$ cat config.mk
export PLATFORM = sky130hd
export DESIGN_NAME = wu_fetch
export DESIGN_NICKNAME = d
export VERILOG_FILES = /design/src/logic/mgr_wu_pkg.sv /design/src/logic/wu_fetch.sv
export VERILOG_INCLUDE_DIRS = /design/src /design/src/logic
export SDC_FILE = /design/constraint.sdc
export NUM_CORES = 1
export LEC_CHECK = 0
export BUFFER_PORTS_ARGS = -buffer_cell sky130_fd_sc_hd__clkbuf_2
export CORE_MARGIN = 3
export CORE_UTILIZATION = 55
export DETAILED_ROUTE_END_ITERATION = 7
export MAX_ROUTING_LAYER = met4
export PLACE_DENSITY = 0.77
export SLEW_MARGIN = 10
export SYNTH_ARGS = -nofsm -noshare
export SYNTH_HDL_FRONTEND = slang
export SYNTH_SLANG_ARGS = --single-unit
$ cat constraint.sdc
create_clock -name clk -period 6 [get_ports clk]
set_clock_uncertainty 0.15 [all_clocks]
set_input_delay 0.3 -clock clk [delete_from_list [all_inputs] [get_ports clk]]
set_output_delay 0.3 -clock clk [all_outputs]
set_load 0.02 [all_outputs]
$ cat src/logic/mgr_settings.svh
// -------------------------------------------------------------------------
// Manager widths, depths and credits
// -------------------------------------------------------------------------
`ifndef MGR_SETTINGS_SVH
`define MGR_SETTINGS_SVH

// Work-unit side
`define MGR_WU_ADDR_W    8    // Instruction address
`define MGR_WU_DEPTH     256  // Instruction words
`define MGR_TAG_W        4
`define MGR_LANE_W       6    // Lane count field
`define MGR_CMD_W        8    // Streaming-op and SIMD commands
`define MGR_MEM_ADDR_W   16

// Stack bus
`define MGR_DATA_W       32   // One lane word
`define MGR_OOB_DATA_W   16

// Flow control
`define MGR_OOB_CREDITS  2    // Downstream OOB beats in flight
`define MGR_UP_DEPTH     4    // Upstream FIFO, also stack start credits
`define MGR_WR_CREDITS   2    // Memory writes in flight
`define MGR_DESC_DEPTH   4

`endif

$ cat src/logic/mgr_wu_pkg.sv
// -------------------------------------------------------------------------
// Work-unit types
// -------------------------------------------------------------------------
`include "mgr_settings.svh"

package mgr_wu_pkg;

  typedef logic [`MGR_WU_ADDR_W-1:0]  wu_addr_t;
  typedef logic [`MGR_TAG_W-1:0]      tag_t;
  typedef logic [`MGR_LANE_W-1:0]     lane_cnt_t;
  typedef logic [`MGR_CMD_W-1:0]      cmd_t;       // Streaming-op or SIMD
  typedef logic [`MGR_MEM_ADDR_W-1:0] mem_addr_t;

  typedef enum logic [1:0] {
    NOP = 2'b00,
    OP  = 2'b01
  } wu_op_e;

  // One instruction word, 44 bits
  typedef struct packed {
    wu_op_e    op;
    tag_t      tag;
    lane_cnt_t num_lanes;
    cmd_t      stop_cmd;
    cmd_t      simd_cmd;
    mem_addr_t base_addr;
  } wu_inst_t;

  // Stack configuration, goes out on OOB
  typedef struct packed {
    tag_t      tag;
    lane_cnt_t num_lanes;
    cmd_t      stop_cmd;
    cmd_t      simd_cmd;
  } oob_cmd_t;

  // Where a tagged return packet lands
  typedef struct packed {
    tag_t      tag;
    mem_addr_t base_addr;
  } rdp_desc_t;

endpackage

$ cat src/logic/wu_fetch.sv
// -------------------------------------------------------------------------
// Work-unit fetch
// -------------------------------------------------------------------------
module wu_fetch (
  input  logic                 clk,
  input  logic                 rst_n,
  input  logic                 start,
  input  mgr_wu_pkg::wu_addr_t start_addr,
  input  mgr_wu_pkg::wu_addr_t wu_len,
  input  logic                 rd_ready,
  output logic                 rd_en,
  output mgr_wu_pkg::wu_addr_t rd_addr,
  input  logic                 inst_taken,  // Decoder consumed one
  output logic                 busy
);
  import mgr_wu_pkg::*;

  typedef enum logic [1:0] {
    IDLE,
    FETCH,
    DRAIN  // All reads issued, waiting on decode
  } fetch_state_e;

  fetch_state_e state;
  wu_addr_t     remain;      // Reads left to issue
  wu_addr_t     len_q;
  wu_addr_t     taken_cnt;
  wu_addr_t     taken_next;

  assign rd_en      = (state == FETCH) && rd_ready;
  assign busy       = (state != IDLE);
  assign taken_next = taken_cnt + wu_addr_t'(inst_taken);

  always_ff @(posedge clk) begin
    if (!rst_n) begin
      state     <= IDLE;
      rd_addr   <= '0;
      remain    <= '0;
      len_q     <= '0;
      taken_cnt <= '0;
    end else begin
      case (state)
        IDLE: begin
          if (start) begin
            rd_addr   <= start_addr;
            remain    <= wu_len;
            len_q     <= wu_len;
            taken_cnt <= '0;
            state     <= (wu_len == '0) ? DRAIN : FETCH;  // Empty run just drains
          end
        end
        FETCH: begin
          taken_cnt <= taken_next;
          if (rd_en) begin
            rd_addr <= rd_addr + 1'b1;
            remain  <= remain - 1'b1;
            if (remain == wu_addr_t'(1)) begin
              state <= DRAIN;  // Last read out
            end
          end
        end
        DRAIN: begin
          taken_cnt <= taken_next;
          if (taken_next == len_q) begin
            state <= IDLE;
          end
        end
        default: state <= IDLE;
      endcase
    end
  end

  // Host waits for busy low before the next run
  assert property (@(posedge clk) disable iff (!rst_n) start |-> !busy);

endmodule

# After elaboration in Yosys (flattened, before gate mapping)
# Index checks and enable logic that the tools add are counted.
# classes
add_sub_neg	3
eq_ne	8
n_mux	14
reduce_logical	11
# ops
cell	n
$pmux 8 s2	3
$mux 8	5
$mux 2	5
$add 8x1->8	1
$add 8x1->8 const B	1
$eq 8x1->1 const B	1
$eq 8x8->1	1
$logic_not 8->1	1
$sub 8x1->8 const B	1
$ne 2x2->1 const B	3
$pmux 2 s3	1
$reduce_bool 2->1	3
$reduce_and 2->1	2
$reduce_and 4->1	1
$reduce_and 3->1	1
$eq 2x1->1 const B	1
$eq 2x2->1 const B	1
$logic_not 2->1	1
$ne 2x1->1 const B	1
$reduce_or 2->1	1
$logic_and 1x1->1	1
# totals
out_inout_bits	10
wordCells	41
register_bits	34

# Depth between registers and ports, before layout
# depth
word_depth	4
mapped_depth	9
mapped_depth_nobuf	8

# Worst setup path before layout
# OpenSTA, ideal clock, no wires.
# synth_timing
kind	register to register
start	reg state[1]
end	reg rd_addr[4]
required_time_ps	5735
arrival_time_ps	1945
setup_slack_ps	3791
setup_time_ps	115
stages_incl_launch_ff	9
period_less_slack_ps	2209
path_cell_list	dfxtp_1 inv_1 ha_1 clkbuf_1 and2_1 o21ai_1 clkbuf_1 o22ai_1 and2_1
# synth_via
elab_chain_len	4
elab_cells_between_ends	8
cone_classes	3 x eq/ne; 1 x mux; 4 x reduce/logical
# synth_rtl
element	line	rtl
start, declared	wu_fetch.sv:24	fetch_state_e state;
start signal, assigned	wu_fetch.sv:49	state <= (wu_len == '0) ? DRAIN : FETCH;
$eq 2x1->1	wu_fetch.sv:30	assign rd_en = (state == FETCH) && rd_ready;
$logic_and 1x1->1	wu_fetch.sv:30	
named net rd_en	wu_fetch.sv:11	output logic rd_en,
$ne 2x2->1 (no line)	--	
$reduce_and 3->1 (no line)	--	
end signal, assigned	wu_fetch.sv:45	rd_addr <= start_addr;
end signal, assigned	wu_fetch.sv:55	rd_addr <= rd_addr + 1'b1;
end, declared	wu_fetch.sv:12	output mgr_wu_pkg::wu_addr_t rd_addr,
# The timed path passes the listed nets, and every way through them passes these cells.
# A chain may end at the register's enable or synchronous reset.

# Final worst setup path
# layout_timing
start	reg state[1]
end	reg state[0]
# layout_via
elab_chain_len	4
elab_cells_between_ends	10
cone_classes	6 x eq/ne; 1 x mux; 3 x reduce/logical
# layout_rtl
element	line
$eq 2x1->1	wu_fetch.sv:30, wu_fetch.sv:42
$logic_and 1x1->1	wu_fetch.sv:30
$ne 2x2->1 (no line)	--
$reduce_and 4->1 (no line)	--
# Parallel ways exist; a longest one is shown, timed or not.

==> metrics.cfg <==
[status]
status = completed

[routing]
route.met3.wl_um = 188
routed_via_density = 5.94
avgRoutedWirePerCell_um = 14.1
dr.pass1.iters = 4
met2RoutedLength_mm = 2.40
antenna_left = 0
routed.top_layer = met4
routed_wl_mm = 4.86
drt_iter0_markers = 133
drc = 0
met1_length_mm = 2.22
vias = 2045

[clock_tree]
clock_path_buffers = 2
cts_tree = yes
cts_root_buf = clkbuf_8
cts-buffers-inserted = 5
post-cts-setup-buffer-count = 0
htreeDepth = 2
cts-hold-fix-buffers = 0
clk_pin_slew_ns = 0.07
clock_sinks = 34
cts_resized = 0
clk-insertion-delay-late_ns = 0.29

[floorplan]
start_util = 0.586
ios = 31
die_x_um = 69.4
die_h_um = 69.4
core-area_um2 = 3770
rows = 22
fp.dieArea_um2 = 4810

[synthesis]
syn_inst = 282
synth_mux_area_frac = 0.0227
synthAdderAreaFrac = 0.0453
synth_top_family_by_area = compound AO/OA/AOI/OAI gates
ys_warn_count = 0
synth_compound_area_frac = 0.261
async_flop_share = 0
synthSimpleGateAreaFrac = 0.242
syn_avg_cell_area_um2 = 7.83
synth_top_area_cell = dfxtp_1
ys_seq_area_frac = 0.308
synth-xor-area-share = 0.0499
ys_ff_latch = 34
ys_top_cells_by_area = dfxtp_1, ha_1, a21boi_0
ys_types = 47
syn-num-nets = 311
synth_edf_count = 0
synth_area_um2 = 2210
synth_top_area_frac = 0.308
synth_flop_cell = dfxtp_1

[timing]
min_period_ns = 2.76
rsz0062_at_grt = false
fmax_ghz = 0.363
maxSlewHeadroom = 0.407
hold_viol = 0
holdWs_ns = 0.142
post-route-period-util = 0.460
setup_viol = 0
slew_viol_final = 0
tightest_slew_ns = 0.890
tns_ns = 0

[setup_path]
crit_end = state[0]
critical_path.max_stage_delay_ns = 0.74
worst-path-max-fanout = 27
required_ns = 6.06
cp_slowest_cell = ha_1
r2r-end = state[0]
path_class = flip-flop to flip-flop
reg2reg_from = state[1]
regToRegSetupSlack_ns = 3.24
critPathBufInv = 2
cp_num_cells = 7
path_cells = inv_1 -> ha_1 -> inv_1 -> o21ai_0 -> a211o_1 -> a21o_1 -> mux2i_1
startpoint = state[1]
crit_family = adder cells
worst_setup_path_end_kind = flip-flop
rr_worst_depth = 7
cp_common_cell = inv_1
cp_data_arrival_time_ns = 2.82
cp-start-kind = flip-flop

[power_and_ir_drop]
power.share.switching = 0.456
p_int_uw = 592
power_density_nw_per_um2 = 454
p_sw_uw = 497
seqPwrFrac = 0.318
leakage_uw = 0.000991
combinationalPowerShare = 0.534
p_clk_frac = 0.149
vdd_drop_max_v = 0.000305

[layout]
mostFrequentLayoutCell = dfxtp_1
antenna_cells = 0
layout_common_cells = dfxtp_1, clkbuf_2, nand2_1, nand3_1
nets = 325
syn_to_final_growth_pct = 8.61
final_layout_size_suffix_gt1_frac = 0.142

[job]
drv_cap = 0

[place]
io_buffer_count = 30
place_hpwl_mm = 3.42
place_congestion = 0.867

[global_route]
grt_start_max_net_pins = 37
grt_pass1_vias = 1816
antenna_found_initial = 0
grt_pass1_wl_mm = 8.27
grt_util_all_layers = 0.210
grt-ovfl-total = 0

[min_path]
hp-class = primary input to flip-flop

## metal layers
| metal | global-route usage | vias to the layer above |
|---|---|---|
| li1 | - | 1029 |
| met1 | 0.264 | 954 |
| met2 | 0.345 | 58 |
| met3 | 0.0391 | 4 |
| met4 | 0.0586 | 0 |
| met5 | - | - |
## per-stage QoR
stage / cells / worst slack (ns) / area (um^2) / total power (uW) / util
2_1_floorplan: 282 / 3.79 / 2210 / 804 / -
3_3_place_gp: 337 / 3.08 / 2320 / 921 / 0.614
6_report: 344 / 3.24 / 2400 / 1090 / 0.636
5_1_grt: 344 / 2.97 / 2400 / 1180 / 0.636
3_5_place_dp: 337 / 3.02 / 2320 / 926 / 0.614
4_1_cts: 344 / 3.00 / 2390 / 1090 / 0.635
## power by group through the flow
stage          clock network [uW]  registers [uW]  logic (uW)
6_report                      162             346         581
5_1_grt                       174             354         655
3_3_place_gp                    0             349         572
3_5_place_dp                    0             350         576
2_1_floorplan                   0             359         445
4_1_cts                       165             345         580
## kinds of logic after synthesis
kind of cell               Yosys count
adders and majority gates            8
xor gates and xnor gates            11
and+or+nand+nor                    102
muxes                                5
AOI/OAI and AO/OA                   85
buffers and inverters               37
DFF                                 34
## layout make-up
cell class	count	area [um^2]
multi-input cells	211	1380
fillers	331	1370
flip-flops and latches	34	681
repair buffers	30	150
clock buffers	5	68.8
well taps	48	60.1
inverters	14	52.6
clock inverters	2	10.0
## synth_stat cells (8+ instances only)
master and instances:
nand3_1 18, nand2_1 26, inv_1 14, o21ai_0 14, nor2_1 8, clkbuf_1 18
a21oi_1 15, nor3_1 10, ha_1 8, a21boi_0 13, dfxtp_1 34, nor2b_1 15
## flip-flops by register name (all words and copies together) (netlist names)
| register | flops |
|---|---|
| len_q | 8 |
| remain | 8 |
| state | 2 |
| rd_addr | 8 |
| taken_cnt | 8 |
## worst min-delay path by stage
stage | start | endpoint | cells past startpoint
after floorplan | state[1] | state[1] | 2
after CTS | wu_len[0] | len_q[0] | 3
after global placement | len_q[1] | len_q[1] | 2
after global routing | wu_len[5] | len_q[5] | 3
final | wu_len[0] | len_q[0] | 3
after detailed placement | len_q[1] | len_q[1] | 2
## worst register-to-register path: cells and delay by family (launching register included)
kind / cells / cell delay, ns
buf+inv: 2 / 0.63
compound gates: 3 / 0.61
mux: 1 / 0.21
fa+ha+maj: 1 / 0.74
flops: 1 / 0.33
No activity file was read; power rests on OpenSTA's default activity.
