`config.mk`:
```
export PLATFORM = sky130hd
export DESIGN_NAME = wu_decode
export DESIGN_NICKNAME = d
export VERILOG_FILES = /design/src/logic/mgr_wu_pkg.sv /design/src/logic/wu_decode.sv
export VERILOG_INCLUDE_DIRS = /design/src /design/src/logic
export SDC_FILE = /design/constraint.sdc
export NUM_CORES = 1
export LEC_CHECK = 0
export BUFFER_PORTS_ARGS = -buffer_cell sky130_fd_sc_hd__buf_2
export CELL_PAD_IN_SITES_DETAIL_PLACEMENT = 1
export CELL_PAD_IN_SITES_GLOBAL_PLACEMENT = 2
export CORE_MARGIN = 3
export CORE_UTILIZATION = 26
export DETAILED_ROUTE_END_ITERATION = 6
export PLACE_DENSITY = 0.77
export SLEW_MARGIN = 40
export SYNTH_ARGS = -nofsm -noshare
export SYNTH_HDL_FRONTEND = slang
export SYNTH_SLANG_ARGS = --single-unit
```
`constraint.sdc`:
```
create_clock -name clk -period 4.45 [get_ports clk]
set_clock_uncertainty 0.1 [all_clocks]
set_input_delay 0.2225 -clock clk [delete_from_list [all_inputs] [get_ports clk]]
set_output_delay 0.2225 -clock clk [all_outputs]
set_load 0.01 [all_outputs]
```
`src/logic/mgr_settings.svh`:
```
// -------------------------------------------------------------------------
// Manager widths, depths and credits
// -------------------------------------------------------------------------
`ifndef MGR_SETTINGS_SVH
`define MGR_SETTINGS_SVH

// Work-unit side
`define MGR_WU_ADDR_W    8    // Instruction address
`define MGR_WU_DEPTH     256  // Instruction words
`define MGR_TAG_W        4
`define MGR_LANE_W       6    // Lane count field
`define MGR_CMD_W        8    // Streaming-op and SIMD commands
`define MGR_MEM_ADDR_W   16

// Stack bus
`define MGR_DATA_W       32   // One lane word
`define MGR_OOB_DATA_W   16

// Flow control
`define MGR_OOB_CREDITS  2    // Downstream OOB beats in flight
`define MGR_UP_DEPTH     4    // Upstream FIFO, also stack start credits
`define MGR_WR_CREDITS   2    // Memory writes in flight
`define MGR_DESC_DEPTH   4

`endif

```
`src/logic/mgr_wu_pkg.sv`:
```
// -------------------------------------------------------------------------
// Work-unit types
// -------------------------------------------------------------------------
`include "mgr_settings.svh"

package mgr_wu_pkg;

  typedef logic [`MGR_WU_ADDR_W-1:0]  wu_addr_t;
  typedef logic [`MGR_TAG_W-1:0]      tag_t;
  typedef logic [`MGR_LANE_W-1:0]     lane_cnt_t;
  typedef logic [`MGR_CMD_W-1:0]      cmd_t;       // Streaming-op or SIMD
  typedef logic [`MGR_MEM_ADDR_W-1:0] mem_addr_t;

  typedef enum logic [1:0] {
    NOP = 2'b00,
    OP  = 2'b01
  } wu_op_e;

  // One instruction word, 44 bits
  typedef struct packed {
    wu_op_e    op;
    tag_t      tag;
    lane_cnt_t num_lanes;
    cmd_t      stop_cmd;
    cmd_t      simd_cmd;
    mem_addr_t base_addr;
  } wu_inst_t;

  // Stack configuration, goes out on OOB
  typedef struct packed {
    tag_t      tag;
    lane_cnt_t num_lanes;
    cmd_t      stop_cmd;
    cmd_t      simd_cmd;
  } oob_cmd_t;

  // Where a tagged return packet lands
  typedef struct packed {
    tag_t      tag;
    mem_addr_t base_addr;
  } rdp_desc_t;

endpackage

```
`src/logic/wu_decode.sv`:
```
// -------------------------------------------------------------------------
// Work-unit decode and fork
// -------------------------------------------------------------------------
module wu_decode (
  input  logic                  clk,
  input  logic                  rst_n,
  // From instruction memory
  input  logic                  inst_valid,
  input  mgr_wu_pkg::wu_inst_t  inst,
  output logic                  inst_ready,
  // Configuration path
  output logic                  cmd_valid,
  output mgr_wu_pkg::oob_cmd_t  cmd,
  input  logic                  cmd_ready,
  // Descriptor path
  output logic                  desc_valid,
  output mgr_wu_pkg::rdp_desc_t desc,
  input  logic                  desc_ready
);
  import mgr_wu_pkg::*;

  logic take;
  logic is_op;

  // Both branches must be free so an OP forks in one go
  assign inst_ready = (!cmd_valid || cmd_ready) && (!desc_valid || desc_ready);
  assign take       = inst_valid && inst_ready;
  assign is_op      = (inst.op == OP);  // Anything else is dropped

  always_ff @(posedge clk) begin
    if (!rst_n) begin
      cmd_valid  <= 1'b0;
      desc_valid <= 1'b0;
    end else begin
      // Each side drains on its own ready
      if (take && is_op) begin
        cmd_valid <= 1'b1;
      end else if (cmd_ready) begin
        cmd_valid <= 1'b0;
      end
      if (take && is_op) begin
        desc_valid <= 1'b1;
      end else if (desc_ready) begin
        desc_valid <= 1'b0;
      end
    end
  end

  always_ff @(posedge clk) begin
    if (take && is_op) begin
      cmd <= '{tag:       inst.tag,
               num_lanes: inst.num_lanes,
               stop_cmd:  inst.stop_cmd,
               simd_cmd:  inst.simd_cmd};
      desc <= '{tag: inst.tag, base_addr: inst.base_addr};
    end
  end

endmodule

```
After elaboration in Yosys (flattened, before gate mapping)
Index checks and enable logic that the tools add are counted.
{"block": "word_totals", "reg_bits": 44, "elab_cells": 21}
{"block": "classes", "n_eq_ne": 1, "n_mux": 4, "reduce_logical": 9}
{"cell": "two-way mux 1 bit", "n": 4}
{"cell": "nonzero test 2 bit", "n": 2}
{"cell": "logical AND 1 bit", "n": 3}
{"cell": "== test 2 x 1 -> 1 bit (second input constant)", "n": 1}
{"cell": "zero test 1 bit", "n": 2}
{"cell": "logical OR 1 bit", "n": 2}

Longest topological paths before layout
{"block": "depth", "word_depth": 6, "ltp_mapped": 2, "mapped_depth_nobuf": 2}

Worst setup path after synthesis
Ideal clock, no wire load.
{"block": "synth_path", "kind": "register to register", "start": "reg desc_valid", "end": "reg cmd[0] in the netlist's numbering (enable)", "arrival_time_ns": 3.412, "required_ns": 3.856, "slack_ns": 0.444, "path_stages_with_launch": 3, "n_path_buf": 0, "period_less_slack_ns": 4.006, "path_cell_list": "dfxtp_1 > nor2b_1 > nor3_1"}
{"block": "synth_via", "elab_chain_cells": 5}
{"item": "from (decl)", "line": "wu_decode.sv:16", "text": "output logic desc_valid,"}
{"item": "from (signal assigned)", "line": "wu_decode.sv:33", "text": "desc_valid <= 1'b0;"}
{"item": "from (signal assigned)", "line": "wu_decode.sv:42", "text": "desc_valid <= 1'b1;"}
{"item": "from (signal assigned)", "line": "wu_decode.sv:44", "text": "desc_valid <= 1'b0;"}
{"item": "zero test 1 bit", "line": "wu_decode.sv:26", "text": "assign inst_ready = (!cmd_valid || cmd_ready) && (!desc_valid || desc_ready);"}
{"item": "logical OR 1 bit", "line": "wu_decode.sv:26"}
{"item": "logical AND 1 bit", "line": "wu_decode.sv:26"}
{"item": "logical AND 1 bit", "line": "wu_decode.sv:27", "text": "assign take = inst_valid && inst_ready;"}
{"item": "logical AND 1 bit", "line": "wu_decode.sv:50", "text": "if (take && is_op) begin"}
{"item": "to (signal assigned)", "line": "wu_decode.sv:51", "text": "cmd <= '{tag: inst.tag,"}
{"item": "to (decl)", "line": "wu_decode.sv:13", "text": "output mgr_wu_pkg::oob_cmd_t cmd,"}
No other way between the ends.
A chain may end at the register's enable or synchronous reset.

Final worst setup path
{"block": "layout_path", "start": "reg desc_valid", "end": "reg cmd[13] in the netlist's numbering (enable)"}
Same word-level chain as after synthesis.

==> results.sh <==
export IMPL_n_antenna_cell=0
export IMPL_die_width_um=79.8
export IMPL_grt_pass1_wl_mm=5.60
export IMPL_finalCritPeriodShare_pct=36.8
export IMPL_postRouteAntennaNets=0
export IMPL_grt_pass1_vias=1147
export IMPL_final_common_cell="buf_2"
export IMPL_synth_top_family_by_area="simple AND/OR/NAND/NOR gates"
export IMPL_cts_hold_buffers=28
export IMPL_yosys_register_bits=44
export IMPL_cap_viol_max_count=0
export IMPL_combPwrFrac_pct=9.9
export IMPL_worstReg2RegEnd="cmd[13]"
export IMPL_endpoint="cmd[13]"
export IMPL_rrSetupSlack_ns=2.81
export IMPL_pwr_share_seq_pct=60.0
export IMPL_reg2reg_from="desc_valid"
export IMPL_drive_above_1_share_pct=55.1
export IMPL_leakage_nw=1.03
export IMPL_initial_core_util_pct=27.4
export IMPL_slew_headroom_pct=64.9
export IMPL_h_tree_depth=2
export IMPL_syn2layout_area_growth_pct=71.9
export IMPL_cts_sinks=44
export IMPL_viasPerCell=3.97
export IMPL_fp_coreArea_um2=5170
export IMPL_crit_path_max_fanout=42
export IMPL_synth_seq_area_share_pct=91.9
export IMPL_nets=246
export IMPL_rows=26
export IMPL_worst_pin_slew_ns=0.526
export IMPL_ir_drop_uv=186
export IMPL_drt_iter0_markers=26
export IMPL_synth_distinct_cells=10
export IMPL_pwr_density_cell_nw_per_um2=322
export IMPL_setup_viol=0
export IMPL_status="completed"
export IMPL_switching_share_pct=20.9
export IMPL_drt_first_pass_iters=3
export IMPL_worstPathRequired_ns=4.27
export IMPL_arrival_ns=1.46
export IMPL_synth_xor_area_share_pct=0
export IMPL_end_kind="flop"
export IMPL_fmax_ghz=0.611
export IMPL_yosysWarnings=0
export IMPL_syn_avg_cell_area_um2=24.4
export IMPL_synthSimpleGateAreaFrac_pct=3.98
export IMPL_dpl_hpwl_mm=2.67
export IMPL_die_area_um2=6370
export IMPL_clk_pin_slew_ns=0.08
export IMPL_grt_use_total_pct=12.0
export IMPL_layout_common_cells="97 x buf_2, 42 x edfxtp_1, 38 x dlygate4sd3_1, 5 x clkbuf_8"
export IMPL_p_int_uw=621
export IMPL_grt_max_degree=43
export IMPL_p_total_uw=785
export IMPL_synth_nets=107
export IMPL_path_class="flop to flop"
export IMPL_p_switching_uw=164
export IMPL_drc_errors=0
export IMPL_antenna_found_initial=0
export IMPL_routed_wl_mm=3.86
export IMPL_io_pins=98
export IMPL_cts_tree="yes"
export IMPL_setup_worst_path_start="desc_valid"
export IMPL_synthMuxAreaShare_pct=0
export IMPL_finalMaxSlewViolations=0
export IMPL_via_count=1065
export IMPL_synth_compound_area_share_pct=1.77
export IMPL_nFillCells=541
export IMPL_fin_crit_ns=1.64
export IMPL_syn_inst=58
export IMPL_clock_latency_ns=0.29
export IMPL_hold_viol_final=0
export IMPL_syn_cell_area_um2=1420
export IMPL_routabilityCongestion=0.722
export IMPL_yosys_area_share_adder_pct=0
export IMPL_p_clk_share_pct=30.1
export IMPL_routedWlPerCell_um=14.4
export IMPL_numCtsBuffers=5
export IMPL_cts_root_buffer="clkbuf_8"
export IMPL_setup_tns_final_ns=0
export IMPL_dieHeight_um=79.8
export IMPL_overflow=0
export IMPL_io_buffers=97
export IMPL_cts_resized=0
export IMPL_hold_path_class="input port to flop"
export IMPL_clk_path_buf_depth=2
export IMPL_crit_path_start_kind="flop"
export IMPL_post_cts_buffers=0
export IMPL_reg2reg_depth=3
export IMPL_rsz0062_at_grt="no"
power groups by stage:
| stage | Sequential, mW | Clock (mW) | Combinational (mW) |
|---|---|---|---|
| after global placement | 0.479 | 0 | 0.0496 |
| after CTS | 0.471 | 0.249 | 0.0717 |
| after floorplan | 0.488 | 0 | 0.00974 |
| final | 0.471 | 0.236 | 0.0779 |
| after detailed placement | 0.480 | 0 | 0.0522 |
| after global routing | 0.472 | 0.264 | 0.0851 |
critical path, stage by stage (launching register included):
cell and delay [ns]:
dfxtp_1 0.34, nor2b_1 0.18, nor3_2 0.17, buf_4 0.48
per-layer routing:
metal  up-vias  share of wire (%)  global-route usage (%)  routed length, um
met1       493                 33                    11.4               1280
met5         -                  0                       0                  0
met4         0                1.9                    3.55                 74
met2        68                 54                    22.6               2090
met3         7                 11                    5.76                410
li1        497                  -                       -                  -
synthesized netlist by cell type:
cell type / count / area [um^2]
inv_1: 1 / 3.75
nand3b_4: 1 / 20.0
buf_4: 4 / 30.0
nor2b_1: 2 / 12.5
o31ai_2: 2 / 25.0
nand3b_1: 2 / 15.0
dfxtp_1: 2 / 40.0
nor3_1: 1 / 5.00
nor2_1: 1 / 3.75
edfxtp_1: 42 / 1260
sequential cells by signal, indices dropped and copies added (netlist names):
name        flops
cmd_valid       1
desc_valid      1
desc           20
cmd            22
cell type report:
type	count	area [um^2]	share of cell area, %
Clock buffer	5	68.8	2.83
Clock inverter	3	13.8	0.565
Inverter	1	3.75	0.154
Multi-Input combinational cell	9	86.3	3.55
Sequential cell	44	1300	53.4
Tap cell	70	87.6	3.60
Timing Repair Buffer	136	873	35.9
metrics by stage:
| stage | cell area, um^2 | hold WS, ns | std cells | util, % | setup WS, ns |
|---|---|---|---|---|---|
| 6_report | 2430 | 0.0146 | 268 | 47.1 | 2.81 |
| 5_1_grt | 2430 | -0.000701 | 268 | 47.1 | 2.72 |
| 4_1_cts | 2330 | 0.000110 | 258 | 45.1 | 2.79 |
| 3_5_place_dp | 1970 | 0.301 | 222 | 38.1 | 2.78 |
| 3_3_place_gp | 1970 | 0.300 | 222 | 38.1 | 2.86 |
| 2_1_floorplan | 1420 | 0.221 | 58 | - | 0.444 |
how the worst min path moves through the flow:
stage	startpoint	end	slack, ns	cells after the start
floorplan	inst[16]	cmd[0]	0.22	0
global placement	inst[35]	cmd[19]	0.30	1
detailed placement	inst[31]	cmd[15]	0.30	1
CTS	inst[30]	cmd[14]	0.0001	1
global route	inst[29]	cmd[13]	-0.0007	1
finish	inst[18]	cmd[2]	0.01	1
logic make-up (layout without fill, tap and decap cells):
| kind of cell | count (synthesis) | in the layout |
|---|---|---|
| compound gates | 2 | 2 |
| buf+inv | 5 | 145 |
| flops | 44 | 44 |
| simple gates | 7 | 7 |
Note: power is estimated with default switching activity, not from simulation.
