<file path="src/logic/mgr_settings.svh">
// -------------------------------------------------------------------------
// Manager widths, depths and credits
// -------------------------------------------------------------------------
`ifndef MGR_SETTINGS_SVH
`define MGR_SETTINGS_SVH

// Work-unit side
`define MGR_WU_ADDR_W    8    // Instruction address
`define MGR_WU_DEPTH     256  // Instruction words
`define MGR_TAG_W        4
`define MGR_LANE_W       6    // Lane count field
`define MGR_CMD_W        8    // Streaming-op and SIMD commands
`define MGR_MEM_ADDR_W   16

// Stack bus
`define MGR_DATA_W       32   // One lane word
`define MGR_OOB_DATA_W   16

// Flow control
`define MGR_OOB_CREDITS  2    // Downstream OOB beats in flight
`define MGR_UP_DEPTH     4    // Upstream FIFO, also stack start credits
`define MGR_WR_CREDITS   2    // Memory writes in flight
`define MGR_DESC_DEPTH   4

`endif

</file>
<file path="src/logic/mgr_wu_pkg.sv">
// -------------------------------------------------------------------------
// Work-unit types
// -------------------------------------------------------------------------
`include "mgr_settings.svh"

package mgr_wu_pkg;

  typedef logic [`MGR_WU_ADDR_W-1:0]  wu_addr_t;
  typedef logic [`MGR_TAG_W-1:0]      tag_t;
  typedef logic [`MGR_LANE_W-1:0]     lane_cnt_t;
  typedef logic [`MGR_CMD_W-1:0]      cmd_t;       // Streaming-op or SIMD
  typedef logic [`MGR_MEM_ADDR_W-1:0] mem_addr_t;

  typedef enum logic [1:0] {
    NOP = 2'b00,
    OP  = 2'b01
  } wu_op_e;

  // One instruction word, 44 bits
  typedef struct packed {
    wu_op_e    op;
    tag_t      tag;
    lane_cnt_t num_lanes;
    cmd_t      stop_cmd;
    cmd_t      simd_cmd;
    mem_addr_t base_addr;
  } wu_inst_t;

  // Stack configuration, goes out on OOB
  typedef struct packed {
    tag_t      tag;
    lane_cnt_t num_lanes;
    cmd_t      stop_cmd;
    cmd_t      simd_cmd;
  } oob_cmd_t;

  // Where a tagged return packet lands
  typedef struct packed {
    tag_t      tag;
    mem_addr_t base_addr;
  } rdp_desc_t;

endpackage

</file>
<file path="src/logic/mgr_stack_pkg.sv">
// -------------------------------------------------------------------------
// Stack bus types
// -------------------------------------------------------------------------
`include "mgr_settings.svh"

package mgr_stack_pkg;

  import mgr_wu_pkg::tag_t;
  import mgr_wu_pkg::mem_addr_t;

  typedef logic [`MGR_DATA_W-1:0]     lane_data_t;
  typedef logic [`MGR_OOB_DATA_W-1:0] oob_data_t;

  // Packet delineation
  typedef enum logic [1:0] {
    SOM     = 2'b01,
    MOM     = 2'b00,
    EOM     = 2'b10,
    SOM_EOM = 2'b11  // Single-beat packet
  } pkt_cntl_e;

  typedef enum logic {
    OOB_TAG_LANES = 1'b0,
    OOB_COMMANDS  = 1'b1
  } oob_type_e;

  typedef struct packed {
    pkt_cntl_e cntl;
    oob_type_e oob_type;
    oob_data_t data;
  } oob_beat_t;

  typedef struct packed {
    pkt_cntl_e  cntl;
    tag_t       tag;
    lane_data_t data;
  } up_beat_t;

  typedef struct packed {
    mem_addr_t  addr;
    lane_data_t data;
  } wr_req_t;

endpackage

</file>
<file path="src/logic/stack_upstream_rx.sv">
// -------------------------------------------------------------------------
// Stack upstream receiver
// -------------------------------------------------------------------------
`include "mgr_settings.svh"

module stack_upstream_rx (
  input  logic                    clk,
  input  logic                    rst_n,
  input  logic                    up_valid,
  input  mgr_stack_pkg::up_beat_t up_beat,
  output logic                    up_credit,
  output logic                    beat_valid,
  output mgr_stack_pkg::up_beat_t beat,
  input  logic                    beat_ready
);
  import mgr_stack_pkg::*;

  localparam int PTR_W = $clog2(`MGR_UP_DEPTH);
  localparam int CNT_W = $clog2(`MGR_UP_DEPTH + 1);

  up_beat_t         fifo [`MGR_UP_DEPTH];
  logic [PTR_W-1:0] wr_ptr;
  logic [PTR_W-1:0] rd_ptr;
  logic [CNT_W-1:0] count;
  logic             pop;

  assign beat_valid = (count != '0);
  assign beat       = fifo[rd_ptr];  // Head always visible
  assign pop        = beat_valid && beat_ready;

  always_ff @(posedge clk) begin
    if (up_valid) begin
      fifo[wr_ptr] <= up_beat;
    end
  end

  always_ff @(posedge clk) begin
    if (!rst_n) begin
      wr_ptr    <= '0;
      rd_ptr    <= '0;
      count     <= '0;
      up_credit <= 1'b0;
    end else begin
      if (up_valid) begin
        wr_ptr <= (wr_ptr == PTR_W'(`MGR_UP_DEPTH - 1)) ? '0 : wr_ptr + 1'b1;
      end
      if (pop) begin
        rd_ptr <= (rd_ptr == PTR_W'(`MGR_UP_DEPTH - 1)) ? '0 : rd_ptr + 1'b1;
      end
      count     <= count + CNT_W'(up_valid) - CNT_W'(pop);
      up_credit <= pop;  // Freed slot back to stack
    end
  end

  // Stack overran its credits
  assert property (@(posedge clk) disable iff (!rst_n)
    up_valid |-> (count != CNT_W'(`MGR_UP_DEPTH)));

endmodule

</file>
<file path="config.mk">
export PLATFORM = sky130hd
export DESIGN_NAME = stack_upstream_rx
export DESIGN_NICKNAME = d
export VERILOG_FILES = /design/src/logic/mgr_wu_pkg.sv /design/src/logic/mgr_stack_pkg.sv /design/src/logic/stack_upstream_rx.sv
export VERILOG_INCLUDE_DIRS = /design/src /design/src/logic
export SDC_FILE = /design/constraint.sdc
export NUM_CORES = 1
export LEC_CHECK = 0
export ABC_AREA = 1
export BUFFER_PORTS_ARGS = -buffer_cell sky130_fd_sc_hd__buf_2
export CAP_MARGIN = 20
export CORE_MARGIN = 1
export CORE_UTILIZATION = 30
export CTS_CLUSTER_DIAMETER = 150
export CTS_CLUSTER_SIZE = 10
export DETAILED_ROUTE_END_ITERATION = 10
export PLACE_DENSITY_LB_ADDON = 0.15
export REMOVE_ABC_BUFFERS = 1
export SLEW_MARGIN = 20
export SYNTH_ARGS = -nofsm -noshare
export SYNTH_HDL_FRONTEND = slang
export SYNTH_SLANG_ARGS = --single-unit
</file>
<file path="constraint.sdc">
create_clock -name clk -period 2.4 [get_ports clk]
set_clock_uncertainty 0.05 [all_clocks]
set_input_delay 0.48 -clock clk [delete_from_list [all_inputs] [get_ports clk]]
set_output_delay 0.48 -clock clk [all_outputs]
set_load 0.01 [all_outputs]
</file>
# After elaboration in Yosys (flattened, before gate mapping)
# Memory sizes are Yosys's and may differ from the RTL's. A register that Yosys moved wholly into a read port is not among the register bits.
# Cells that the tools add are included.
# word_totals
regBits,8
mem_bits_rw,152
out_inout_bits,40
wordCells,19
n_memories,1
# classes
n_addsub,4
n_eq_ne,2
n_mux,6
n_reduce_logical,2
# mem_list
name,depth,width,rd,rd_ports_with_merged_regs,write_ports,line,rtl
fifo,4,38,1,1,1,stack_upstream_rx.sv:21,up_beat_t fifo [`MGR_UP_DEPTH];
# ops
cell,n
2-to-1 mux 2 bit,4
adder 2 x 1 -> 2 bit (second input constant),2
== test 2 bit (second input constant),2
adder 3 x 1 -> 3 bit,1
nonzero test 3 bit,1
subtractor 3 x 1 -> 3 bit,1
2-to-1 mux 1 bit,2
logical AND 1 bit,1

# Longest topological paths before layout
# logic_depth
depth_word,4
mapped_depth,12
ltp_nobuf,12

# Worst setup path after synthesis
# Ideal clock, no wire load.
# synth_path
path_type,register to register
startpoint,reg count[1]
endpoint,reg count[2]
t_arrival_ns,1.735
required_time_ns,2.235
setup_slack_ns,0.500
stages_incl_launch_ff,12
path_buffers,0
path_cell_list,dfxtp_1 > nor2_1 > nand2_1 > nand2_1 > inv_1 > ha_1 > inv_1 > ha_1 > inv_1 > fa_1 > a21oi_1 > nor2_1
# synth_between
elab_chain_len,3
# synth_rtl
element,line,rtl
from (decl),stack_upstream_rx.sv:24,logic [CNT_W-1:0] count;
from (signal assigned),stack_upstream_rx.sv:50,count <= count + CNT_W'(up_valid) - CNT_W'(pop);
nonzero test 3 bit,stack_upstream_rx.sv:27,assign beat_valid = (count != '0);
via beat_valid,stack_upstream_rx.sv:12,"output logic beat_valid,"
logical AND 1 bit,stack_upstream_rx.sv:29,assign pop = beat_valid && beat_ready;
via pop,stack_upstream_rx.sv:25,logic pop;
subtractor 3 x 1 -> 3 bit,stack_upstream_rx.sv:50,
# The timed path passes the listed nets, and every way through them passes these cells.
# A chain may end at the register's enable or synchronous reset.

==> metrics.md <==
| Metric | Value |
|---|---|
| FF-to-FF setup slack | 0.39 ns |
| Remaining DRCs | 0 |
| Hold Startpoint | up_beat[14] |
| FF+latch count, synth | about 160 |
| Reg2Reg Launch Point | count[1]$_SDFF_PN0_ |
| First-pass GRT wire length | between 20000 and 25000 µm |
| Sequential fraction of the synthesis area | 77.7% |
| Largest net degree at the start of global routing | approximately 60 |
| Max cap viols | 0 |
| # IOs | a little over 80 |
| Die Height | 145 µm |
| # rows | 51 |
| Via count | 3638 |
| Cells after Synth | about 430 |
| Tot GR Track Use | 13.3% |
| Core area | between 15000 and 20000 µm² |
| Layout cells sized above 1 | between 20% and 30% |
| Total power | approximately 0.0082 W |
| Die width | 145 µm |
| Vias in the first global route | 3649 |
| Drt via density | 4.54 |
| Peak supply drop | 514 µV |
| Largest stage delay on the critical path | 0.41 ns |
| CP Launch Type | flop |
| Slowest-stage cell, CP | dfxtp_4 |
| Worst setup EP type | primary output |
| Number of CTS-inserted buffers | 17 |
| Clk_lat worst skew | 0.42 ns |
| RD Place Congestion | roughly 0.68 |
| Tcrit/Tclk final | 96.7% |
| Result of the run | finished clean |
| Final hold viol count | 0 |
| CP required | around 1.9 ns |
| Crit path kind | flop to primary output |
| Final WL | 13400 µm |
| Root buffer cell | clkbuf_16 |
| P_leak | 2.70 nW |
| Max-Slew Margin vs Limit | 72.2% |
| CTS tree | built |
| # H-tree levels | 4 |
| Max clock buf depth | 2 |
| Slew at the pin closest to its max-slew limit | roughly 0.42 ns |
| P&R area growth vs syn | 22.8% |
| R2r endpoint | count[2]$_SDFF_PN0_ |
| Final max-slew violation count | 0 |
| I/O Buffers | 81 |
| Hold EP | fifo[0][14]$_DFFE_PP_ |
| Max Clock Freq | 431 MHz |
| Hold_buf cts | 0 |
| Final Util | 38.1% |
| Placed inst area | 6870 µm² |
| Final ANT Viol Nets | 0 |
| R2R cell count | 11 |
| DR WL/cell | around 17 µm |
| DP HPWL | 8210 µm |
| Cell variety after synth | 20 |
| Final setup fails | 0 |
| Crit path DAT | 1.79 ns |
| Antenna diodes | 0 |
| Initial Utilization | 31.0% |
| Hold Crit Class | input port to flop |
| Mapped Area | 6140 µm² |
| CP max FO | 16 |
| Syn_area_per_cell | 14.2 µm² |
| Pwr Density | 1090 nW/µm² |
| Yosys Warn Count | 0 |
| Nets | 574 |
| CTS Sinks | approximately 160 |
| Crit path time final | 2.32 ns |
| Hold path depth | 1 |
| Initial drt markers | about 220 |
| DIE AREA | 21000 µm² |
| Drt pass-1 iters | 4 |
| Total grt overflow | 0 |
| Number of antenna violations at the first check in global routing | 1 |
| Crit-path cells | inv_4, buf_4, o21ai_0, o22ai_1, buf_2 |
| RSZ-0062 raised after global routing | false |
| Clk slew on worst S/H paths | 0.06 ns |
| Final Cell Area | 7530 µm² |
[layout make-up]
type | count | area, µm²
multi-input combinational | 227 | 1150
clock buffer | 20 | 457
fill | 1925 | 12200
clock inverter | 12 | 180
tap | 265 | 332
sequential | 162 | 4770
timing repair buffer | 98 | 574
inverter | 18 | 70.1
[routing by layer]
metal | global-route usage (%) | vias to the layer above | wire (µm)
met5 | 0 | - | 8
met4 | 4.47 | 2 | 159
met3 | 3.40 | 15 | 490
met2 | 21.1 | 67 | 6390
met1 | 17.6 | 1779 | 6390
li1 | - | 1775 | -
[cells by family (layout without fill, tap and decap cells)]
group,after synthesis,count (layout),share of synthesized area (%)
flops,162,162,77.7
compound gates,118,118,10.4
buf+inv,43,148,3.85
xor+xnor,1,1,0.143
fa+ha+maj,8,8,1.75
simple gates,100,100,6.20
[layout by cell type, fill, tap and decap left out, types with 2 or more instances in the layout]
cell	instances
ha_1	7
o22ai_2	2
a21oi_1	4
clkbuf_8	2
o21ai_1	8
nand3_1	3
bufinv_16	4
inv_1	12
dfxtp_4	2
clkinvlp_4	5
o21ai_0	68
edfxtp_1	152
clkbuf_16	17
nor2_1	84
buf_12	3
inv_2	5
o22ai_1	36
nand2_1	12
buf_2	81
dfxtp_1	8
buf_4	13
[cell usage after synthesis (all sizes together)]
master	instances	share of area (%)
fa	1	0.33
inv	18	1.1
nor2	84	5.1
clkbuf	9	0.63
nand2	12	0.73
nand3	3	0.24
dfxtp	10	3.3
ha	7	1.4
a21oi	4	0.33
o21ai	76	6.2
o22ai	38	3.9
xnor2	1	0.14
edfxtp	152	74
nor3	1	0.081
buf	16	2.1
[flip-flops by register name (all words and copies together) (netlist names), named ones only]
signal     cells
fifo         152
count          3
wr_ptr         2
rd_ptr         2
up_credit      1
[how the worst max path moves through the flow]
stage / from / slack [ns] / endpoint
6_report: flop / 0.08 / beat[36]
3_3_place_gp: flop / 0.44 / beat[23]
3_5_place_dp: flop / 0.40 / beat[36]
4_1_cts: flop / 0.03 / beat[33]
5_1_grt: flop / 0.03 / beat[8]
2_1_floorplan: flop / -0.68 / beat[0]
[critical path: cells and delay by family, from the launching register on]
family                 cells  cell delay, ns
DFF                        1            0.41
buffers and inverters      3            0.60
AOI/OAI and AO/OA          2            0.35
[what timing repair did]
item,CTS,global route
buffers inserted,0,0
pin swaps,0,0
gates resized for setup,3,3
endpoints found under the setup margin,14,10
[per-stage QoR]
step                worst slack [ns]  hold slack [ns]  setup TNS, ns  std cells
floorplan                     -0.676            0.433         -25.53        407
global placement               0.443            0.473              0        770
detailed placement             0.399            0.468              0        770
CTS                           0.0262            0.208              0        802
global route                  0.0288            0.219              0        802
finish                        0.0790            0.224              0        802
[power breakdown]
| group | internal (W) | switching [W] |
|---|---|---|
| Combinational | 0.000718 | 0.00123 |
| Clock | 0.00180 | 0.00106 |
| Sequential | 0.00328 | 0.000105 |
| Total | 0.00579 | 0.00240 |
(Power assumes the default switching activity.)
