$ cat src/logic/mgr_settings.svh
// -------------------------------------------------------------------------
// Manager widths, depths and credits
// -------------------------------------------------------------------------
`ifndef MGR_SETTINGS_SVH
`define MGR_SETTINGS_SVH

// Work-unit side
`define MGR_WU_ADDR_W    8    // Instruction address
`define MGR_WU_DEPTH     256  // Instruction words
`define MGR_TAG_W        4
`define MGR_LANE_W       6    // Lane count field
`define MGR_CMD_W        8    // Streaming-op and SIMD commands
`define MGR_MEM_ADDR_W   16

// Stack bus
`define MGR_DATA_W       32   // One lane word
`define MGR_OOB_DATA_W   16

// Flow control
`define MGR_OOB_CREDITS  2    // Downstream OOB beats in flight
`define MGR_UP_DEPTH     4    // Upstream FIFO, also stack start credits
`define MGR_WR_CREDITS   2    // Memory writes in flight
`define MGR_DESC_DEPTH   4

`endif

$ cat src/logic/mgr_wu_pkg.sv
// -------------------------------------------------------------------------
// Work-unit types
// -------------------------------------------------------------------------
`include "mgr_settings.svh"

package mgr_wu_pkg;

  typedef logic [`MGR_WU_ADDR_W-1:0]  wu_addr_t;
  typedef logic [`MGR_TAG_W-1:0]      tag_t;
  typedef logic [`MGR_LANE_W-1:0]     lane_cnt_t;
  typedef logic [`MGR_CMD_W-1:0]      cmd_t;       // Streaming-op or SIMD
  typedef logic [`MGR_MEM_ADDR_W-1:0] mem_addr_t;

  typedef enum logic [1:0] {
    NOP = 2'b00,
    OP  = 2'b01
  } wu_op_e;

  // One instruction word, 44 bits
  typedef struct packed {
    wu_op_e    op;
    tag_t      tag;
    lane_cnt_t num_lanes;
    cmd_t      stop_cmd;
    cmd_t      simd_cmd;
    mem_addr_t base_addr;
  } wu_inst_t;

  // Stack configuration, goes out on OOB
  typedef struct packed {
    tag_t      tag;
    lane_cnt_t num_lanes;
    cmd_t      stop_cmd;
    cmd_t      simd_cmd;
  } oob_cmd_t;

  // Where a tagged return packet lands
  typedef struct packed {
    tag_t      tag;
    mem_addr_t base_addr;
  } rdp_desc_t;

endpackage

$ cat src/logic/mgr_stack_pkg.sv
// -------------------------------------------------------------------------
// Stack bus types
// -------------------------------------------------------------------------
`include "mgr_settings.svh"

package mgr_stack_pkg;

  import mgr_wu_pkg::tag_t;
  import mgr_wu_pkg::mem_addr_t;

  typedef logic [`MGR_DATA_W-1:0]     lane_data_t;
  typedef logic [`MGR_OOB_DATA_W-1:0] oob_data_t;

  // Packet delineation
  typedef enum logic [1:0] {
    SOM     = 2'b01,
    MOM     = 2'b00,
    EOM     = 2'b10,
    SOM_EOM = 2'b11  // Single-beat packet
  } pkt_cntl_e;

  typedef enum logic {
    OOB_TAG_LANES = 1'b0,
    OOB_COMMANDS  = 1'b1
  } oob_type_e;

  typedef struct packed {
    pkt_cntl_e cntl;
    oob_type_e oob_type;
    oob_data_t data;
  } oob_beat_t;

  typedef struct packed {
    pkt_cntl_e  cntl;
    tag_t       tag;
    lane_data_t data;
  } up_beat_t;

  typedef struct packed {
    mem_addr_t  addr;
    lane_data_t data;
  } wr_req_t;

endpackage

$ cat src/logic/return_data_proc.sv
// -------------------------------------------------------------------------
// Return data processor
// -------------------------------------------------------------------------
`include "mgr_settings.svh"

module return_data_proc (
  input  logic                    clk,
  input  logic                    rst_n,
  input  logic                    desc_valid,
  input  mgr_wu_pkg::rdp_desc_t   desc,
  output logic                    desc_ready,
  input  logic                    beat_valid,
  input  mgr_stack_pkg::up_beat_t beat,
  output logic                    beat_ready,
  output logic                    wr_valid,
  output mgr_stack_pkg::wr_req_t  wr_req,
  input  logic                    wr_credit,
  output logic                    tag_error   // Sticky
);
  import mgr_wu_pkg::*;
  import mgr_stack_pkg::*;

  localparam int DPTR_W = $clog2(`MGR_DESC_DEPTH);
  localparam int DCNT_W = $clog2(`MGR_DESC_DEPTH + 1);
  localparam int WCNT_W = $clog2(`MGR_WR_CREDITS + 1);

  typedef enum logic [1:0] {
    WAIT_SOM,
    WRITE,
    DISCARD  // Wrong tag, skip to EOM
  } rdp_state_e;

  // ------------------------------------------------------------------------
  // Descriptor queue
  rdp_desc_t         dq_mem [`MGR_DESC_DEPTH];
  logic [DPTR_W-1:0] dq_wr;
  logic [DPTR_W-1:0] dq_rd;
  logic [DCNT_W-1:0] dq_cnt;
  rdp_desc_t         head;
  logic              head_valid;
  logic              push;
  logic              retire;

  rdp_state_e        state;
  logic [WCNT_W-1:0] wr_cnt;
  mem_addr_t         offset;     // Beat index in packet
  logic              tag_match;
  logic              is_eom;
  logic              can_wr;

  assign head       = dq_mem[dq_rd];
  assign head_valid = (dq_cnt != '0);
  assign desc_ready = (dq_cnt != DCNT_W'(`MGR_DESC_DEPTH));
  assign push       = desc_valid && desc_ready;

  always_ff @(posedge clk) begin
    if (push) begin
      dq_mem[dq_wr] <= desc;
    end
  end

  // ------------------------------------------------------------------------
  // Packet handling
  assign tag_match   = (beat.tag == head.tag);
  assign is_eom      = (beat.cntl == EOM) || (beat.cntl == SOM_EOM);
  assign can_wr      = (wr_cnt != '0) || wr_credit;
  assign wr_req.addr = head.base_addr + offset;
  assign wr_req.data = beat.data;
  assign retire      = wr_valid && is_eom;  // Descriptor done

  always_comb begin
    beat_ready = 1'b0;
    wr_valid   = 1'b0;
    case (state)
      WAIT_SOM: begin
        if (head_valid) begin  // Need a descriptor to compare against
          beat_ready = tag_match ? can_wr : 1'b1;
          wr_valid   = beat_valid && tag_match && can_wr;
        end
      end
      WRITE: begin
        beat_ready = can_wr;
        wr_valid   = beat_valid && can_wr;
      end
      DISCARD: beat_ready = 1'b1;
      default: beat_ready = 1'b0;
    endcase
  end

  always_ff @(posedge clk) begin
    if (!rst_n) begin
      state     <= WAIT_SOM;
      offset    <= '0;
      tag_error <= 1'b0;
      wr_cnt    <= WCNT_W'(`MGR_WR_CREDITS);
      dq_wr     <= '0;
      dq_rd     <= '0;
      dq_cnt    <= '0;
    end else begin
      wr_cnt <= wr_cnt + WCNT_W'(wr_credit) - WCNT_W'(wr_valid);
      dq_cnt <= dq_cnt + DCNT_W'(push) - DCNT_W'(retire);
      if (push) begin
        dq_wr <= (dq_wr == DPTR_W'(`MGR_DESC_DEPTH - 1)) ? '0 : dq_wr + 1'b1;
      end
      if (retire) begin
        dq_rd <= (dq_rd == DPTR_W'(`MGR_DESC_DEPTH - 1)) ? '0 : dq_rd + 1'b1;
      end
      if (wr_valid) begin
        offset <= is_eom ? '0 : offset + 1'b1;
      end
      case (state)
        WAIT_SOM: begin
          if (beat_valid && beat_ready && !is_eom) begin
            state <= tag_match ? WRITE : DISCARD;
          end
          if (beat_valid && beat_ready && !tag_match) begin
            tag_error <= 1'b1;
          end
        end
        WRITE:   if (retire) state <= WAIT_SOM;
        DISCARD: if (beat_valid && is_eom) state <= WAIT_SOM;
        default: state <= WAIT_SOM;
      endcase
    end
  end

  // Memory side returns no extra credits
  assert property (@(posedge clk) disable iff (!rst_n)
    wr_cnt <= WCNT_W'(`MGR_WR_CREDITS));

endmodule

$ cat config.mk
export PLATFORM = sky130hd
export DESIGN_NAME = return_data_proc
export DESIGN_NICKNAME = d
export VERILOG_FILES = /design/src/logic/mgr_wu_pkg.sv /design/src/logic/mgr_stack_pkg.sv /design/src/logic/return_data_proc.sv
export VERILOG_INCLUDE_DIRS = /design/src /design/src/logic
export SDC_FILE = /design/constraint.sdc
export NUM_CORES = 1
export LEC_CHECK = 0
export BUFFER_PORTS_ARGS = -buffer_cell sky130_fd_sc_hd__buf_2
export CORE_MARGIN = 2
export CORE_UTILIZATION = 55
export CTS_BUF_LIST = sky130_fd_sc_hd__clkbuf_8 sky130_fd_sc_hd__clkbuf_16
export CTS_CLUSTER_DIAMETER = 100
export CTS_CLUSTER_SIZE = 8
export DETAILED_ROUTE_END_ITERATION = 8
export HOLD_SLACK_MARGIN = 0.1
export PLACE_DENSITY = 0.83
export SLEW_MARGIN = 15
export SYNTH_ARGS = -nofsm -noshare
export SYNTH_HDL_FRONTEND = slang
export SYNTH_SLANG_ARGS = --single-unit
$ cat constraint.sdc
create_clock -name clk -period 4.3 [get_ports clk]
set_clock_uncertainty 0.15 [all_clocks]
set_input_delay 0.215 -clock clk [delete_from_list [all_inputs] [get_ports clk]]
set_output_delay 0.215 -clock clk [all_outputs]
set_load 0.005 [all_outputs]
# Word-level counts from Yosys, hierarchy flattened
# Memories as Yosys holds them, arrays and structs flattened. A register that Yosys moved wholly into a read port is not among the register bits.
# Index checks and enable logic that the tools add are counted.
[op_classes]
addsub = 8
mux = 17
n_eq_ne = 11
reduce_logical = 18
[op_table]
columns = ["op", "count"]
rows = [
  ["16-bit by 1-bit adder with 16-bit output (second input constant)", 1],
  ["16-bit adder", 1],
  ["16-bit two-way mux", 1],
  ["2-bit two-way mux", 8],
  ["2-bit equality test (second input constant)", 5],
  ["1-bit logical AND", 9],
  ["2-bit inequality test (second input constant)", 3],
  ["2-bit one-hot mux with 3 select lines", 1],
  ["1-bit two-way mux", 5],
  ["2-bit by 1-bit adder with 2-bit output (second input constant)", 2],
  ["4-bit equality test", 1],
  ["3-bit by 1-bit adder with 3-bit output", 1],
  ["3-bit inequality test (second input constant)", 1],
  ["1-bit one-hot mux with 3 select lines", 1],
  ["3-bit AND reduction", 1],
  ["3-bit nonzero test", 1],
  ["3-bit by 1-bit subtractor with 3-bit output", 1],
  ["2-bit by 1-bit adder with 2-bit output", 1],
  ["2-bit by 1-bit equality test with 1-bit output (second input constant)", 1],
  ["1-bit logical NOT", 2],
  ["2-bit logical NOT", 1],
  ["1-bit logical OR", 2],
  ["1-bit one-hot mux with 2 select lines", 1],
  ["2-bit AND reduction", 1],
  ["other kinds (2)", 2],
]
[totals]
mem_count = 1
regBits = 28
ramBits = 80
output_inout_bits = 52
[mem_list]
columns = ["name", "depth", "word_bits", "rd", "rd_clocked_by_memory_dff", "wr", "line_no", "source"]
rows = [
  ["dq_mem", 4, 20, 1, 1, 1, "return_data_proc.sv:35", "rdp_desc_t dq_mem [`MGR_DESC_DEPTH];"],
]

# Logic depth before layout (Yosys ltp)
[logic_depth]
ltp_word = 9
ltp_mapped = 14
mapped_depth_nobuf = 12

# Worst setup path before layout
# No wires, ideal clock.
[synth_timing]
path_kind = "reg-to-output"
from = "register (tool-made name)"
to = "output port wr_req[46] in the netlist's numbering"
t_required_ns = 3.935
arrival_time_ns = 3.248
path_stages_with_launch = 13
path_buffers = 2
path_slack_ns = 0.687
path_cell_list = "dfxtp_1 > buf_6 > buf_1 > mux4_2 > ha_1 > inv_1 > fa_1 > nor2b_1 > o21a_1 > o21ai_0 > a211oi_1 > o21a_1 > o311ai_0"
[synth_lines]
columns = ["element", "line_no", "source"]
rows = [
  ["end, declared", "return_data_proc.sv:16", "output mgr_stack_pkg::wr_req_t wr_req,"],
]

==> results.json <==
{
  "outcome": "finished, final reports clean",
  "power_switching_mw": 0.606,
  "coreArea_um2": 9680,
  "synthTopCellsByArea": "edfxtp_1, dfxtp_1, mux4_2, ha_1, buf_4",
  "crit_arrival_ns": 3.60,
  "cts.reportedPaths.clkPinSlew_ns": 0.10,
  "path_depth": 10,
  "drt_iter0_markers": 184,
  "start_util_pct": 56.3,
  "gp_congestion": 0.916,
  "layout.cells.non_filler": 601,
  "cts-root-buf": "clkbuf_8",
  "worstSetupStartpointType": "flip-flop",
  "grt_pass1_vias": 3479,
  "rsz0062_at_grt": "no",
  "clk_path_buf_depth": 2,
  "drtAntennaViolNets": 0,
  "crit_buf_inv": 2,
  "ys_types": 53,
  "pin_count": 115,
  "grt_first_pass_wirelength_um": 17000,
  "area_delta_synth_final_pct": 10.5,
  "tns_ns": 0,
  "hpwl_um": 7310,
  "hold_depth": 0,
  "path_cells": "buf_4 > mux4_2 > ha_1 > o21a_1 > o21ai_0 > a21oi_1 > a21boi_0 > nor2_1 > a211oi_1 > buf_2",
  "vias_per_cell": 5.75,
  "synthArstFlopShare_pct": 0,
  "dp_slack_ns": 0.548,
  "seq_power_share_pct": 56.8,
  "reg2reg_depth": 12,
  "finalHoldViolations": 0,
  "cp_top_family": "compound AO/OA/AOI/OAI gates",
  "die_h_um": 104,
  "first_pass_iters": 5,
  "max-slew-margin-rel_pct": 30.0,
  "wl_per_cell_um": 17.5,
  "avgSynthCellArea_um2": 13.1,
  "min_path_type": "in2out",
  "leakage_nw": 2.24,
  "synth_ff_type": "edfxtp_1",
  "dpl.cell_count": 560,
  "overflow": 0,
  "cts_tree": "built",
  "rows": 36,
  "finalSetupViolCount": 0,
  "drc": 0,
  "cp-end-kind": "primary output",
  "min_period_ns": 3.97,
  "max_freq_mhz": 252,
  "io_buffers": 49,
  "cts.sinks": 110,
  "yosys_warnings": 0,
  "cp_max_fo": 14,
  "utilization_pct": 62.2,
  "seq_area_frac_synth_pct": 55.1,
  "syn_inst": 417,
  "worstSetupPathType": "reg2out",
  "drv_cap": 0,
  "ir_drop_uv": 268,
  "ys_ff_latch": 110,
  "cp_slowest_cell": "dfxtp_1",
  "cts_max_level": 3,
  "drive_gt1_share_pct": 19.9,
  "power.density_nw_per_um2": 372,
  "layout.nets": 552,
  "final_common_cell": "edfxtp_1",
  "final.period_utilization_pct": 92.3,
  "synth_area_leader_cell": "edfxtp_1",
  "grt_start_max_net_pins": 24,
  "swShare_pct": 27.1,
  "tightest_slew_ns": 1.05,
  "final_cell_mix": "edfxtp_1, buf_2, dfxtp_1, dlygate4sd3_1",
  "synth_fp_nets": 506,
  "grt.total_usage_pct": 20.2,
  "antenna_found_initial": 0,
  "finalWirelength_um": 10500,
  "p_int_mw": 1.63,
  "die_w_um": 104,
  "synth-edff-count": 80,
  "clk_latency_ns": 0.36,
  "hold_slack_ns": 0.280,
  "dieArea_um2": 10700,
  "netlist_area_um2": 5450,
  "slowest_delay_ns": 0.76,
  "via_count": 3455,
  "synth.top_cell.area_share_pct": 44.1,
  "pwr-share-comb_pct": 18.3,
  "num_antenna_cells": 0,
  "cts_setup_buffers": 0,
  "fin_ws_ns": 0.333,
  "crit_required_ns": 3.93,
  "maxSlewViolCount": 0,
  "pwr-share-clk_pct": 24.9,
  "cts_buffers": 9
}
power by group through the flow:
stage / clock network [mW] / registers, mW / logic, mW
6_report: 0.558 / 1.27 / 0.410
5_1_grt: 0.615 / 1.28 / 0.451
4_1_cts: 0.567 / 1.27 / 0.411
3_5_place_dp: 0 / 1.29 / 0.392
3_3_place_gp: 0 / 1.29 / 0.376
2_1_floorplan: 0 / 1.28 / 0.292
flip-flops by register name, indices dropped and copies added (netlist names), named ones only:
signal,count
dq_cnt,3
dq_mem,80
dq_rd,2
dq_wr,2
offset,16
state,2
tag_error,1
wr_cnt,2
kinds of logic after synthesis:
family,Yosys count,synth area share [%]
DFF,110,55.1
and+or+nand+nor,102,10.6
muxes,24,9.07
buffers and inverters,60,6.63
xor gates and xnor gates,23,3.70
AOI/OAI and AO/OA,72,8.68
adders and majority gates,26,6.24
cell usage after synthesis, types with 3 or more instances:
cell type / number
edfxtp_1: 80
buf_4: 32
dfxtp_1: 30
a21oi_1: 24
ha_1: 24
nand2_1: 21
mux4_2: 19
inv_1: 16
xnor2_1: 16
nor2_1: 15
and3_1: 10
or3_1: 10
o21ai_0: 9
clkbuf_1: 8
nand3_1: 7
xor2_1: 7
a21o_1: 6
o21a_1: 6
or4_1: 6
and2_1: 5
a31oi_1: 4
mux2i_1: 4
nand2b_1: 4
nand4_1: 4
nor3_1: 4
o31ai_1: 4
a211oi_1: 3
o21ai_1: 3
through the flow:
step	cell area (um^2)	total power [mW]
2_1_floorplan	5450	1.57
3_3_place_gp	5600	1.66
3_5_place_dp	5600	1.69
4_1_cts	6020	2.25
5_1_grt	6020	2.34
6_report	6020	2.24
per-layer routing:
layer  GRT usage, %  wire length [um]  vias to the layer above
met1           24.7              4330                     1656
met2           35.1              5280                      117
met5              0                 0                        -
met3           3.59               554                       42
met4           9.07               323                        0
li1               -                 -                     1640
layout make-up:
cell class	count	area, um^2
Sequential cell	110	3000
Clock buffer	9	124
Clock inverter	7	47.5
Fill cell	705	3660
Inverter	16	60.1
Timing Repair Buffer	79	533
Tap cell	133	166
Multi-Input combinational cell	247	2090
final timing paths:
path / from / end / slack, ns
min: beat[10] / wr_req[10] / 0.28
min reg2reg: dq_rd[1]$_SDFFE_PN0P_ / dq_rd[1]$_SDFFE_PN0P_ / 0.35
max reg2reg: flip-flop / dq_cnt[2]$_SDFF_PN0_ / 0.71
max: flip-flop / wr_req[47] / 0.33
timing repair:
action / 4_1_cts / 5_1_grt
endpoints found under the hold margin: 93 / 0
hold buffers: 25 / 0
resized for setup: 0 / 1
setup endpoints to repair: 0 / 3
No activity file was read; power rests on OpenSTA's default activity.
